**src/vtp_cfg.svh**
```systemverilog
/*
 * Build-time constants for the VTP page translation service.
 * Include wherever logic is sized by port count, page width or queue depth.
 */
`ifndef VTP_CFG_SVH
`define VTP_CFG_SVH

// Clients sharing the one translation pipeline
`define VTP_N_PORTS 4

// 4 KB page numbers, same width for VA and PA
`define VTP_PAGE_BITS 20

// Client tag, returned unchanged with the translation
`define VTP_TAG_BITS 8

// Per-client request buffering
`define VTP_IN_FIFO_DEPTH 4

// Direct-mapped TLB geometry and lookup latency
`define VTP_TLB_SETS 16
`define VTP_TLB_PIPE_STAGES 2

// Misses waiting for the external walker
`define VTP_WALK_FIFO_DEPTH 8

`endif

```
**src/vtp_pkg.sv**
```systemverilog
/*
 * Types shared by the VTP service modules and interfaces.
 * Compile before any file that names vtp_pkg.
 */
`include "vtp_cfg.svh"

package vtp_pkg;

    // Page numbers, offset bits stripped
    typedef logic [`VTP_PAGE_BITS-1:0] t_page_va;
    typedef logic [`VTP_PAGE_BITS-1:0] t_page_pa;

    typedef logic [`VTP_TAG_BITS-1:0] t_req_tag;

    // Index of the requesting client
    typedef logic [$clog2(`VTP_N_PORTS)-1:0] t_port_idx;

    // Client request, VA in the upper bits
    typedef struct packed
    {
        t_page_va va;
        t_req_tag tag;
    } t_lookup_req;

    // Translation returned to a client
    typedef struct packed
    {
        t_page_pa pa;
        t_req_tag tag;
    } t_lookup_rsp;

endpackage

```
**src/vtp_if.sv**
```systemverilog
/*
 * Internal buses of the VTP service: merged request stream, TLB
 * lookup and fill, and the miss path to the page walk stage.
 */
`timescale 1ns/100ps

// Arbitrated request stream, one entry leaves per deq
interface vtp_req_stream_if;
    import vtp_pkg::*;

    logic valid;
    t_lookup_req req;
    t_port_idx port;
    logic deq;

    modport source (output valid, output req, output port, input deq);
    modport sink (input valid, input req, input port, output deq);
endinterface

// TLB lookup pipeline plus fill port
interface vtp_tlb_if;
    import vtp_pkg::*;

    logic lookup_en;
    t_page_va lookup_va;
    logic lookup_rdy;
    logic rsp_hit;
    logic rsp_miss;
    t_page_pa rsp_pa;

    logic fill_en;
    t_page_va fill_va;
    t_page_pa fill_pa;

    modport lookup (output lookup_en, output lookup_va,
                    input lookup_rdy, input rsp_hit, input rsp_miss, input rsp_pa);
    modport fill (output fill_en, output fill_va, output fill_pa);
    modport server (input lookup_en, input lookup_va,
                    output lookup_rdy, output rsp_hit, output rsp_miss, output rsp_pa,
                    input fill_en, input fill_va, input fill_pa);
endinterface

// Misses out to the walk stage, walker answers back
interface vtp_miss_if;
    import vtp_pkg::*;

    logic walk_valid;
    t_lookup_req walk_req;
    t_port_idx walk_port;
    logic walk_not_full;

    logic rsp_valid;
    t_lookup_rsp rsp;
    t_port_idx rsp_port;

    modport ctrl (output walk_valid, output walk_req, output walk_port,
                  input walk_not_full, input rsp_valid, input rsp, input rsp_port);
    modport walker (input walk_valid, input walk_req, input walk_port,
                    output walk_not_full, output rsp_valid, output rsp, output rsp_port);
endinterface

```
**src/vtp_fifo.sv**
```systemverilog
/*
 * Circular-buffer FIFO with a registered head entry.
 * almost_full rises once free entries drop to THRESHOLD.
 */
`timescale 1ns/100ps

module vtp_fifo
#(
    parameter int N_DATA_BITS = 8,
    parameter int N_ENTRIES = 4,
    parameter int THRESHOLD = 1
)
(
    input  logic clk,
    input  logic reset,

    input  logic [N_DATA_BITS-1:0] enq_data,
    input  logic enq_en,
    output logic not_full,
    output logic almost_full,

    output logic [N_DATA_BITS-1:0] first,
    input  logic deq_en,
    output logic not_empty
);

    localparam int PTR_BITS = $clog2(N_ENTRIES);
    localparam int CNT_BITS = $clog2(N_ENTRIES + 1);

    logic [N_DATA_BITS-1:0] mem [N_ENTRIES];
    logic [PTR_BITS-1:0] wr_ptr;
    logic [PTR_BITS-1:0] rd_ptr;
    logic [PTR_BITS-1:0] rd_ptr_next;
    logic [CNT_BITS-1:0] count;

    // Pointer increment, wraps at any depth
    function automatic logic [PTR_BITS-1:0] ptr_inc(input logic [PTR_BITS-1:0] ptr);
        return (ptr == PTR_BITS'(N_ENTRIES - 1)) ? '0 : ptr + 1'b1;
    endfunction

    assign rd_ptr_next = deq_en ? ptr_inc(rd_ptr) : rd_ptr;

    // Flags from the occupancy register
    assign not_empty = (count != '0);
    assign not_full = (int'(count) < N_ENTRIES);
    assign almost_full = ((N_ENTRIES - int'(count)) <= THRESHOLD);

    always_ff @(posedge clk)
    begin
        if (reset)
        begin
            wr_ptr <= '0;
            rd_ptr <= '0;
            count <= '0;
        end
        else
        begin
            if (enq_en)
                wr_ptr <= ptr_inc(wr_ptr);
            rd_ptr <= rd_ptr_next;
            count <= count + CNT_BITS'(enq_en) - CNT_BITS'(deq_en);
        end
    end

    always_ff @(posedge clk)
    begin
        if (enq_en)
            mem[wr_ptr] <= enq_data;
    end

    // Head register, bypass when the new head is being written now
    always_ff @(posedge clk)
    begin
        if (enq_en && (wr_ptr == rd_ptr_next))
            first <= enq_data;
        else
            first <= mem[rd_ptr_next];
    end

    a_no_enq_full: assert property (@(posedge clk) disable iff (reset)
        enq_en |-> not_full);

    a_no_deq_empty: assert property (@(posedge clk) disable iff (reset)
        deq_en |-> not_empty);

endmodule

```
**src/vtp_lookup_ctrl.sv**
```systemverilog
/*
 * Feeds the merged stream into the TLB, pairs results with their requests,
 * sends misses to the walk stage and returns responses to the clients.
 */
`timescale 1ns/100ps
`include "vtp_cfg.svh"

module vtp_lookup_ctrl
(
    input  logic clk,
    input  logic reset,

    vtp_req_stream_if.sink stream,
    vtp_tlb_if.lookup tlb,
    vtp_miss_if.ctrl miss,

    output logic [`VTP_N_PORTS-1:0] rsp_valid,
    output vtp_pkg::t_page_pa rsp_pa,
    output vtp_pkg::t_req_tag rsp_tag
);
    import vtp_pkg::*;

    // Covers the TLB pipeline plus results waiting on the walk stage
    localparam int INFLIGHT_ENTRIES = `VTP_TLB_PIPE_STAGES + 6;
    localparam int INFLIGHT_THRESHOLD = 2;

    logic inflight_afull;
    logic inflight_ne;
    t_lookup_req proc_req;
    t_port_idx proc_port;

    logic res_valid;
    logic res_hit;
    t_page_pa res_pa;
    logic res_deq;
    logic do_hit_rsp;

    // ====================
    // Issue lookups
    // ====================

    assign tlb.lookup_en = stream.valid && !inflight_afull && tlb.lookup_rdy;
    assign tlb.lookup_va = stream.req.va;
    assign stream.deq = tlb.lookup_en;

    // Requests in flight, in TLB order
    vtp_fifo
    #(
        .N_DATA_BITS($bits(t_lookup_req) + $bits(t_port_idx)),
        .N_ENTRIES(INFLIGHT_ENTRIES),
        .THRESHOLD(INFLIGHT_THRESHOLD)
    )
    inflight_fifo
    (
        .clk,
        .reset,
        .enq_data({stream.req, stream.port}),
        .enq_en(tlb.lookup_en),
        .not_full(),
        .almost_full(inflight_afull),
        .first({proc_req, proc_port}),
        .deq_en(res_deq),
        .not_empty(inflight_ne)
    );

    // TLB results, never more than the in-flight count so no full check
    vtp_fifo
    #(
        .N_DATA_BITS(1 + $bits(t_page_pa)),
        .N_ENTRIES(INFLIGHT_ENTRIES),
        .THRESHOLD(INFLIGHT_THRESHOLD)
    )
    result_fifo
    (
        .clk,
        .reset,
        .enq_data({tlb.rsp_hit, tlb.rsp_pa}),
        .enq_en(tlb.rsp_hit || tlb.rsp_miss),
        .not_full(),
        .almost_full(),
        .first({res_hit, res_pa}),
        .deq_en(res_deq),
        .not_empty(res_valid)
    );

    // ====================
    // Retire results
    // ====================

    // Walker answers own the response register this cycle
    assign do_hit_rsp = res_valid && res_hit && !miss.rsp_valid;

    // Misses move on only while the walk stage has room
    assign miss.walk_valid = res_valid && !res_hit && miss.walk_not_full;
    assign miss.walk_req = proc_req;
    assign miss.walk_port = proc_port;

    assign res_deq = do_hit_rsp || miss.walk_valid;

    // One-hot port strobe, walk response first
    always_ff @(posedge clk)
    begin
        if (reset)
            rsp_valid <= '0;
        else
        begin
            rsp_valid <= '0;
            if (miss.rsp_valid)
                rsp_valid[miss.rsp_port] <= 1'b1;
            else if (do_hit_rsp)
                rsp_valid[proc_port] <= 1'b1;
        end
    end

    always_ff @(posedge clk)
    begin
        if (miss.rsp_valid)
        begin
            rsp_pa <= miss.rsp.pa;
            rsp_tag <= miss.rsp.tag;
        end
        else
        begin
            rsp_pa <= res_pa;
            rsp_tag <= proc_req.tag;
        end
    end

    // A TLB answer needs a request that was recorded when it was issued
    a_rsp_has_req: assert property (@(posedge clk) disable iff (reset)
        (tlb.rsp_hit || tlb.rsp_miss) |-> inflight_ne);

endmodule

```
**src/vtp_pt_walk.sv**
```systemverilog
/*
 * Page walk stage: queues TLB misses for the external walker and turns
 * walker answers into client responses and TLB fills.
 */
`timescale 1ns/100ps
`include "vtp_cfg.svh"

module vtp_pt_walk
(
    input  logic clk,
    input  logic reset,

    vtp_miss_if.walker miss,
    vtp_tlb_if.fill fill,

    // External walker, request side
    output logic walk_req_en,
    output vtp_pkg::t_page_va walk_req_va,
    output vtp_pkg::t_port_idx walk_req_port,
    output vtp_pkg::t_req_tag walk_req_tag,
    input  logic walk_rdy,

    // External walker, response side
    input  logic walk_rsp_en,
    input  vtp_pkg::t_page_va walk_rsp_va,
    input  vtp_pkg::t_page_pa walk_rsp_pa,
    input  vtp_pkg::t_port_idx walk_rsp_port,
    input  vtp_pkg::t_req_tag walk_rsp_tag
);
    import vtp_pkg::*;

    logic miss_ne;
    logic miss_deq;
    t_lookup_req miss_first;
    t_port_idx miss_first_port;

    // Lets hits flow past a run of misses
    vtp_fifo
    #(
        .N_DATA_BITS($bits(t_lookup_req) + $bits(t_port_idx)),
        .N_ENTRIES(`VTP_WALK_FIFO_DEPTH),
        .THRESHOLD(1)
    )
    miss_fifo
    (
        .clk,
        .reset,
        .enq_data({miss.walk_req, miss.walk_port}),
        .enq_en(miss.walk_valid),
        .not_full(miss.walk_not_full),
        .almost_full(),
        .first({miss_first, miss_first_port}),
        .deq_en(miss_deq),
        .not_empty(miss_ne)
    );

    // Gap cycle after each request, walker sees walk_rdy first
    assign miss_deq = miss_ne && walk_rdy && !walk_req_en;

    always_ff @(posedge clk)
    begin
        if (reset)
            walk_req_en <= 1'b0;
        else
            walk_req_en <= miss_deq;
    end

    // Port index rides along as walker metadata
    always_ff @(posedge clk)
    begin
        walk_req_va <= miss_first.va;
        walk_req_port <= miss_first_port;
        walk_req_tag <= miss_first.tag;
    end

    // Walker answer becomes a client response and a fill together
    always_ff @(posedge clk)
    begin
        if (reset)
        begin
            miss.rsp_valid <= 1'b0;
            fill.fill_en <= 1'b0;
        end
        else
        begin
            miss.rsp_valid <= walk_rsp_en;
            fill.fill_en <= walk_rsp_en;
        end
    end

    always_ff @(posedge clk)
    begin
        miss.rsp.pa <= walk_rsp_pa;
        miss.rsp.tag <= walk_rsp_tag;
        miss.rsp_port <= walk_rsp_port;
        fill.fill_va <= walk_rsp_va;
        fill.fill_pa <= walk_rsp_pa;
    end

    a_rsp_port_range: assert property (@(posedge clk) disable iff (reset)
        walk_rsp_en |-> (int'(walk_rsp_port) < `VTP_N_PORTS));

endmodule

```
**src/vtp_req_arb.sv**
```systemverilog
/*
 * Merges the client request FIFOs into one stream.
 * Round-robin grant is registered, the winner lands in a small merged FIFO.
 */
`timescale 1ns/100ps
`include "vtp_cfg.svh"

module vtp_req_arb
(
    input  logic clk,
    input  logic reset,

    input  logic [`VTP_N_PORTS-1:0] req_en,
    input  vtp_pkg::t_page_va [`VTP_N_PORTS-1:0] req_va,
    input  vtp_pkg::t_req_tag [`VTP_N_PORTS-1:0] req_tag,
    output logic [`VTP_N_PORTS-1:0] req_rdy,

    vtp_req_stream_if.source stream
);
    import vtp_pkg::*;

    // Merged FIFO sized for the two-cycle grant to enqueue delay
    localparam int MERGED_ENTRIES = 4;
    localparam int MERGED_THRESHOLD = 2;

    t_lookup_req in_first [`VTP_N_PORTS];
    logic [`VTP_N_PORTS-1:0] in_ne;
    logic [`VTP_N_PORTS-1:0] in_deq;

    logic grant_valid;
    t_port_idx grant_idx;
    logic grant_valid_q;
    t_port_idx grant_idx_q;
    t_port_idx last_idx;

    logic merged_afull;
    logic winner_en;
    t_lookup_req winner_req;
    t_port_idx winner_port;

    // ====================
    // Client input FIFOs
    // ====================

    for (genvar p = 0; p < `VTP_N_PORTS; p++)
    begin : g_in
        vtp_fifo
        #(
            .N_DATA_BITS($bits(t_lookup_req)),
            .N_ENTRIES(`VTP_IN_FIFO_DEPTH),
            .THRESHOLD(1)
        )
        in_fifo
        (
            .clk,
            .reset,
            .enq_data({req_va[p], req_tag[p]}),
            .enq_en(req_en[p]),
            .not_full(req_rdy[p]),
            .almost_full(),
            .first(in_first[p]),
            .deq_en(in_deq[p]),
            .not_empty(in_ne[p])
        );
    end

    // ====================
    // Round-robin arbiter
    // ====================

    // Search starts one past the last winner, which comes last
    always_comb
    begin
        t_port_idx idx;

        grant_valid = 1'b0;
        grant_idx = last_idx;
        for (int i = 1; i <= `VTP_N_PORTS; i++)
        begin
            idx = last_idx + t_port_idx'(i);
            if (!grant_valid && !merged_afull && in_ne[idx])
            begin
                grant_valid = 1'b1;
                grant_idx = idx;
            end
        end
    end

    // Registered grant is a cycle old, so recheck the FIFO still has data
    always_comb
    begin
        in_deq = '0;
        in_deq[grant_idx_q] = grant_valid_q && in_ne[grant_idx_q];
    end

    always_ff @(posedge clk)
    begin
        if (reset)
        begin
            grant_valid_q <= 1'b0;
            last_idx <= '1;
            winner_en <= 1'b0;
        end
        else
        begin
            grant_valid_q <= grant_valid;
            if (grant_valid)
                last_idx <= grant_idx;
            winner_en <= |in_deq;
        end
    end

    // Winner payload and port index
    always_ff @(posedge clk)
    begin
        grant_idx_q <= grant_idx;
        winner_req <= in_first[grant_idx_q];
        winner_port <= grant_idx_q;
    end

    // ====================
    // Merged FIFO
    // ====================

    vtp_fifo
    #(
        .N_DATA_BITS($bits(t_lookup_req) + $bits(t_port_idx)),
        .N_ENTRIES(MERGED_ENTRIES),
        .THRESHOLD(MERGED_THRESHOLD)
    )
    merged_fifo
    (
        .clk,
        .reset,
        .enq_data({winner_req, winner_port}),
        .enq_en(winner_en),
        .not_full(),
        .almost_full(merged_afull),
        .first({stream.req, stream.port}),
        .deq_en(stream.deq),
        .not_empty(stream.valid)
    );

endmodule

```
**src/vtp_svc.sv**
```systemverilog
/*
 * Top level of the VTP translation service.
 * Clients and the page table walker connect through plain ports.
 */
`timescale 1ns/100ps
`include "vtp_cfg.svh"

module vtp_svc
(
    input  logic clk,
    input  logic reset,

    // Clients
    input  logic [`VTP_N_PORTS-1:0] req_en,
    input  vtp_pkg::t_page_va [`VTP_N_PORTS-1:0] req_va,
    input  vtp_pkg::t_req_tag [`VTP_N_PORTS-1:0] req_tag,
    output logic [`VTP_N_PORTS-1:0] req_rdy,
    output logic [`VTP_N_PORTS-1:0] rsp_valid,
    output vtp_pkg::t_page_pa rsp_pa,
    output vtp_pkg::t_req_tag rsp_tag,

    // Page table walker
    output logic walk_req_en,
    output vtp_pkg::t_page_va walk_req_va,
    output vtp_pkg::t_port_idx walk_req_port,
    output vtp_pkg::t_req_tag walk_req_tag,
    input  logic walk_rdy,
    input  logic walk_rsp_en,
    input  vtp_pkg::t_page_va walk_rsp_va,
    input  vtp_pkg::t_page_pa walk_rsp_pa,
    input  vtp_pkg::t_port_idx walk_rsp_port,
    input  vtp_pkg::t_req_tag walk_rsp_tag
);

    vtp_req_stream_if stream_if();
    vtp_tlb_if tlb_if();
    vtp_miss_if miss_if();

    // Client FIFOs and arbitration
    vtp_req_arb arb
    (
        .clk,
        .reset,
        .req_en,
        .req_va,
        .req_tag,
        .req_rdy,
        .stream(stream_if.source)
    );

    vtp_tlb tlb
    (
        .clk,
        .reset,
        .tlb(tlb_if.server)
    );

    // Lookup issue and response merge
    vtp_lookup_ctrl ctrl
    (
        .clk,
        .reset,
        .stream(stream_if.sink),
        .tlb(tlb_if.lookup),
        .miss(miss_if.ctrl),
        .rsp_valid,
        .rsp_pa,
        .rsp_tag
    );

    vtp_pt_walk pt_walk
    (
        .clk,
        .reset,
        .miss(miss_if.walker),
        .fill(tlb_if.fill),
        .walk_req_en,
        .walk_req_va,
        .walk_req_port,
        .walk_req_tag,
        .walk_rdy,
        .walk_rsp_en,
        .walk_rsp_va,
        .walk_rsp_pa,
        .walk_rsp_port,
        .walk_rsp_tag
    );

endmodule

```
**src/vtp_tlb.sv**
```systemverilog
/*
 * Direct-mapped TLB for 4 KB pages with a fixed two-stage lookup.
 * Fills from the page walk stage overwrite the indexed set.
 */
`timescale 1ns/100ps
`include "vtp_cfg.svh"

module vtp_tlb
(
    input  logic clk,
    input  logic reset,

    vtp_tlb_if.server tlb
);
    import vtp_pkg::*;

    localparam int IDX_BITS = $clog2(`VTP_TLB_SETS);
    localparam int VTAG_BITS = `VTP_PAGE_BITS - IDX_BITS;

    // Per-set valid, VA tag and translation
    logic [`VTP_TLB_SETS-1:0] valid;
    logic [VTAG_BITS-1:0] va_tag [`VTP_TLB_SETS];
    t_page_pa pa [`VTP_TLB_SETS];

    logic [IDX_BITS-1:0] fill_idx;
    logic [IDX_BITS-1:0] s1_idx;
    logic s1_en;
    t_page_va s1_va;
    logic s1_match;

    logic s2_hit;
    logic s2_miss;
    t_page_pa s2_pa;

    // Lookups are always accepted because nothing in the TLB stalls
    assign tlb.lookup_rdy = 1'b1;

    // Set index is the low page VA bits
    assign fill_idx = tlb.fill_va[IDX_BITS-1:0];
    assign s1_idx = s1_va[IDX_BITS-1:0];

    // ====================
    // Fill
    // ====================

    always_ff @(posedge clk)
    begin
        if (reset)
            valid <= '0;
        else if (tlb.fill_en)
            valid[fill_idx] <= 1'b1;
    end

    always_ff @(posedge clk)
    begin
        if (tlb.fill_en)
        begin
            va_tag[fill_idx] <= tlb.fill_va[`VTP_PAGE_BITS-1:IDX_BITS];
            pa[fill_idx] <= tlb.fill_pa;
        end
    end

    // ====================
    // Lookup pipeline
    // ====================

    // A fill written last cycle is already seen by stage 1
    assign s1_match = valid[s1_idx] && (va_tag[s1_idx] == s1_va[`VTP_PAGE_BITS-1:IDX_BITS]);

    always_ff @(posedge clk)
    begin
        if (reset)
        begin
            s1_en <= 1'b0;
            s2_hit <= 1'b0;
            s2_miss <= 1'b0;
        end
        else
        begin
            s1_en <= tlb.lookup_en;
            s2_hit <= s1_en && s1_match;
            s2_miss <= s1_en && !s1_match;
        end
    end

    always_ff @(posedge clk)
    begin
        s1_va <= tlb.lookup_va;
        s2_pa <= pa[s1_idx];
    end

    assign tlb.rsp_hit = s2_hit;
    assign tlb.rsp_miss = s2_miss;
    assign tlb.rsp_pa = s2_pa;

    a_hit_miss_excl: assert property (@(posedge clk) disable iff (reset)
        !(tlb.rsp_hit && tlb.rsp_miss));

endmodule
```
**config.mk**
```make
export PLATFORM = sky130hd
export DESIGN_NAME = vtp_svc
export DESIGN_NICKNAME = d
export VERILOG_FILES = /design/src/vtp_pkg.sv /design/src/vtp_if.sv /design/src/vtp_fifo.sv /design/src/vtp_lookup_ctrl.sv /design/src/vtp_pt_walk.sv /design/src/vtp_req_arb.sv /design/src/vtp_svc.sv /design/src/vtp_tlb.sv
export VERILOG_INCLUDE_DIRS = /design/src
export SDC_FILE = /design/constraint.sdc
export NUM_CORES = 2
export LEC_CHECK = 0
export BUFFER_PORTS_ARGS = -buffer_cell sky130_fd_sc_hd__buf_2
export CORE_ASPECT_RATIO = 1.5
export CORE_MARGIN = 5
export CORE_UTILIZATION = 50
export DETAILED_ROUTE_END_ITERATION = 8
export PLACE_DENSITY = 0.66
export SLEW_MARGIN = 20
export SYNTH_ARGS = -nofsm -noshare
export SYNTH_HDL_FRONTEND = slang
export SYNTH_SLANG_ARGS = --single-unit
```
**constraint.sdc**
```tcl
create_clock -name clk -period 10 [get_ports clk]
set_input_delay 1.5 -clock clk [delete_from_list [all_inputs] [get_ports clk]]
set_output_delay 1.5 -clock clk [all_outputs]
set_load 0.01 [all_outputs]
```
==> results.sh <==
export IMPL_max_cap_viol_count=0
export IMPL_synth_cells=3419
export IMPL_ys_async_sr_fraction_pct=0
export IMPL_finalHoldWorstSlack_ps=453
export IMPL_synth_simple_area_share_pct=1.87
export IMPL_ff2ff_path_depth=13
export IMPL_ys_warn_count=0
export IMPL_h_tree_depth=4
export IMPL_drt_total_wl_um=151000
export IMPL_status="complete, no violations"
export IMPL_synth_top_family_by_area="multiplexers"
export IMPL_antenna_found_initial=32
export IMPL_slew_limit_headroom_pct=27.1
export IMPL_rows=176
export IMPL_start_util_pct=50.1
export IMPL_worstPathArrival_ps=4550
export IMPL_ys_flop_type="edfxtp_1"
export IMPL_synth_compound_area_share_pct=0.601
export IMPL_worst_slew_pin_slew_ps=1090
export IMPL_cts_buffer_depth=3
export IMPL_place_area_um2=80700
export IMPL_cts_buffers=185
export IMPL_rsz0062_at_grt="no"
export IMPL_min_delay_start="pt_walk.miss.rsp[5]$_DFF_P_"
export IMPL_yosys_register_bits=2085
export IMPL_portBuffers=236
export IMPL_slew_viol_final=0
export IMPL_wl_per_cell_um=25.2
export IMPL_hold_viol=0
export IMPL_insertion_delay_ps=810
export IMPL_fin_area_um2=86800
export IMPL_grt_pass1_vias=35500
export IMPL_ant_nets=0
export IMPL_synth_mux_area_share_pct=16.8
export IMPL_clk_pin_slew_worst_paths_ps=70
export IMPL_syn_to_final_growth_pct=13.3
export IMPL_syn_avg_cell_area_um2=22.4
export IMPL_hold_depth=1
export IMPL_most_common_layout_cells="edfxtp_1 (1792), mux4_2 (501), dfxtp_1 (277)"
export IMPL_grt_usage_pct=19.1
export IMPL_holdPathEnd="ctrl.rsp_tag[5]$_DFF_P_"
export IMPL_via_count=33700
export IMPL_cp_start_kind="register"
export IMPL_die_w_um=330
export IMPL_drive_gt1_share_pct=31.8
export IMPL_yosysSeqAreaShare_pct=77.9
export IMPL_cp_cell_sequence="buf_4, mux4_2, nand2b_1, a211oi_1, nor2_1, inv_1, ha_1, inv_1, ha_1, inv_1, fa_1, xnor2_1, nor2_1"
export IMPL_timing_fmax_mhz=256
export IMPL_post_cts_buffers=0
export IMPL_hpwl_um=86200
export IMPL_synth_largest_area_cell="edfxtp_1"
export IMPL_reg2reg_to="ctrl.inflight_fifo.count[2]$_SDFF_PP0_"
export IMPL_fin_crit_ps=3910
export IMPL_core_region_area_um2=153000
export IMPL_viasPerCell=5.62
export IMPL_nNetsFinal=4026
export IMPL_crit_required_ps=10640
export IMPL_synth_xor_area_share_pct=0.389
export IMPL_cts_tree="yes"
export IMPL_cts_root_buffer="clkbuf_16"
export IMPL_die_h_um=489
export IMPL_ctsResizeCount=0
export IMPL_cpLargestDelayFamily="buffers and inverters"
export IMPL_synthTopCellsByArea="edfxtp_1 (70%), mux4_2 (15%), dfxtp_1 (7.7%)"
export IMPL_synth_top_area_share_pct=70.2
export IMPL_netlist_area_um2=76600
export IMPL_grt_pass1_wl_um=228000
export IMPL_grt_start_max_net_pins=97
export IMPL_ir_drop_mv=0.177
export IMPL_setup_viol=0
export IMPL_layout_commonest_cell="edfxtp_1"
export IMPL_crit_fanout=42
export IMPL_cp_slowest_cell="buf_4"
export IMPL_hold_buffers=0
export IMPL_ios=237
export IMPL_finalWeightedCongestion=0.724
export IMPL_cp_buffers_inverters=4
export IMPL_drt_pass1_iterations=5
export IMPL_gr_total_overflow=0
export IMPL_cpMostUsedCell="inv_1"
export IMPL_reg2reg_slack_ps=6090
export IMPL_fin_crit_sh_pct=39.1
export IMPL_first_iter_violations=2562
export IMPL_critical_path_class="register to register"
export IMPL_p_leak_nw=28.2
export IMPL_synth_edff_count=1792
export IMPL_drcViolationCount=0
export IMPL_critPathMaxStageDelay_ps=620
export IMPL_clkSinkCount=2085
export IMPL_dieArea_um2=161000
export IMPL_power_density_nw_per_um2=269
export IMPL_syn_nets=3666
export IMPL_fin_util_pct=56.8
export IMPL_fin_skew_ps=43.6
export IMPL_synth_distinct_cells=53
export IMPL_endpoint_kind="register"
export IMPL_min_path_type="register to register"
export IMPL_synthAdderAreaFrac_pct=1.34
export IMPL_finalSetupTns_ps=0
-- cell families after synthesis --
| group | Yosys count |
|---|---|
| AO/OA/AOI/OAI | 73 |
| XOR/XNOR | 34 |
| adder cells (fa/ha/maj) | 77 |
| buffers and inverters | 212 |
| flip-flops | 2085 |
| multiplexers | 647 |
| AND/OR/NAND/NOR | 291 |
-- metrics by stage --
stage	cells	power (W)	setup WS [ps]
after floorplan	3419	0.0149	5420
after global placement	5638	0.0164	6060
after detailed placement	5639	0.0165	6000
after CTS	5987	0.0237	5970
after global routing	5991	0.0244	5730
final	5999	0.0233	6090
-- state kept, by name, summed over array words and instances, names as in the netlist, 8 cells and up, named ones only --
name	count
arb.winner_req	28
arb.merged_fifo.mem	120
arb.g_in.in_fifo.count	12
pt_walk.walk_req_va	20
arb.g_in.in_fifo.mem	448
pt_walk.fill.fill_va	20
ctrl.result_fifo.mem	168
arb.g_in.in_fifo.rd_ptr	8
tlb.tlb.rsp_pa	20
ctrl.inflight_fifo.mem	240
pt_walk.fill.fill_pa	20
tlb.valid	16
arb.g_in.in_fifo.wr_ptr	8
tlb.s1_va	20
pt_walk.miss_fifo.mem	240
pt_walk.miss.rsp	8
ctrl.rsp_pa	20
tlb.pa	320
pt_walk.walk_req_tag	8
ctrl.rsp_tag	8
tlb.va_tag	256
-- cell type report --
| type | count | area (um2) |
|---|---|---|
| fillers | 11300 | 66000 |
| diodes | 12 | 30.0 |
| repair buffers | 322 | 1850 |
| well taps | 2047 | 2560 |
| flip-flops and latches | 2085 | 59700 |
| inverters | 63 | 236 |
| clock buffers | 240 | 5070 |
| clock inverters | 108 | 1050 |
| multi-input cells | 1122 | 16300 |
-- routing by layer --
| metal | wire length, um | global-route usage [%] | vias up |
|---|---|---|---|
| li1 | - | - | 14700 |
| met1 | 60600 | 25.1 | 17900 |
| met2 | 78700 | 33.0 | 869 |
| met3 | 8420 | 3.88 | 232 |
| met4 | 3260 | 5.09 | 46 |
| met5 | 301 | 0 | - |
-- cells in the mapped netlist, types with 2 or more instances --
library cell	instances
a31oi_1	2
buf_6	4
nand4_1	3
a221oi_1	3
nor3b_1	12
buf_4	8
ha_1	69
mux4_2	501
a211oi_1	3
nand3b_1	3
nand2b_1	11
nand3_1	9
edfxtp_1	1792
o311ai_0	2
xor2_1	22
nor2_1	109
fa_1	8
o21ai_0	24
xnor2_1	12
mux2i_1	58
nand2_1	47
buf_1	42
or2_2	4
clkbuf_1	74
nor3_1	24
mux2_2	88
inv_1	63
a21oi_1	18
a311oi_1	2
nor4_1	4
and2_1	22
dfxtp_1	293
a21o_1	4
or3_1	2
nor2b_1	34
nor4bb_1	2
buf_2	21
o22ai_1	5
-- report_power, final --
| part | switching (W) | internal [W] |
|---|---|---|
| registers | 0.000567 | 0.0109 |
| logic | 0.00251 | 0.00228 |
| clock network | 0.00304 | 0.00405 |
-- worst max-delay path by stage --
stage | slack [ps] | start | depth (start not counted) | to
floorplan | 5420 | ctrl.inflight_fifo.count[1]$_SDFF_PP0_ | 8 | ctrl.inflight_fifo.mem[6][0]$_DFFE_PP_
global placement | 6060 | register | 13 | ctrl.inflight_fifo.count[2]$_SDFF_PP0_
detailed placement | 6000 | register | 13 | ctrl.inflight_fifo.count[2]$_SDFF_PP0_
CTS | 5970 | register | 13 | ctrl.inflight_fifo.count[2]$_SDFF_PP0_
global route | 5730 | register | 13 | ctrl.inflight_fifo.count[2]$_SDFF_PP0_
finish | 6090 | register | 13 | ctrl.inflight_fifo.count[2]$_SDFF_PP0_
Power figures use the tool's default switching activity.
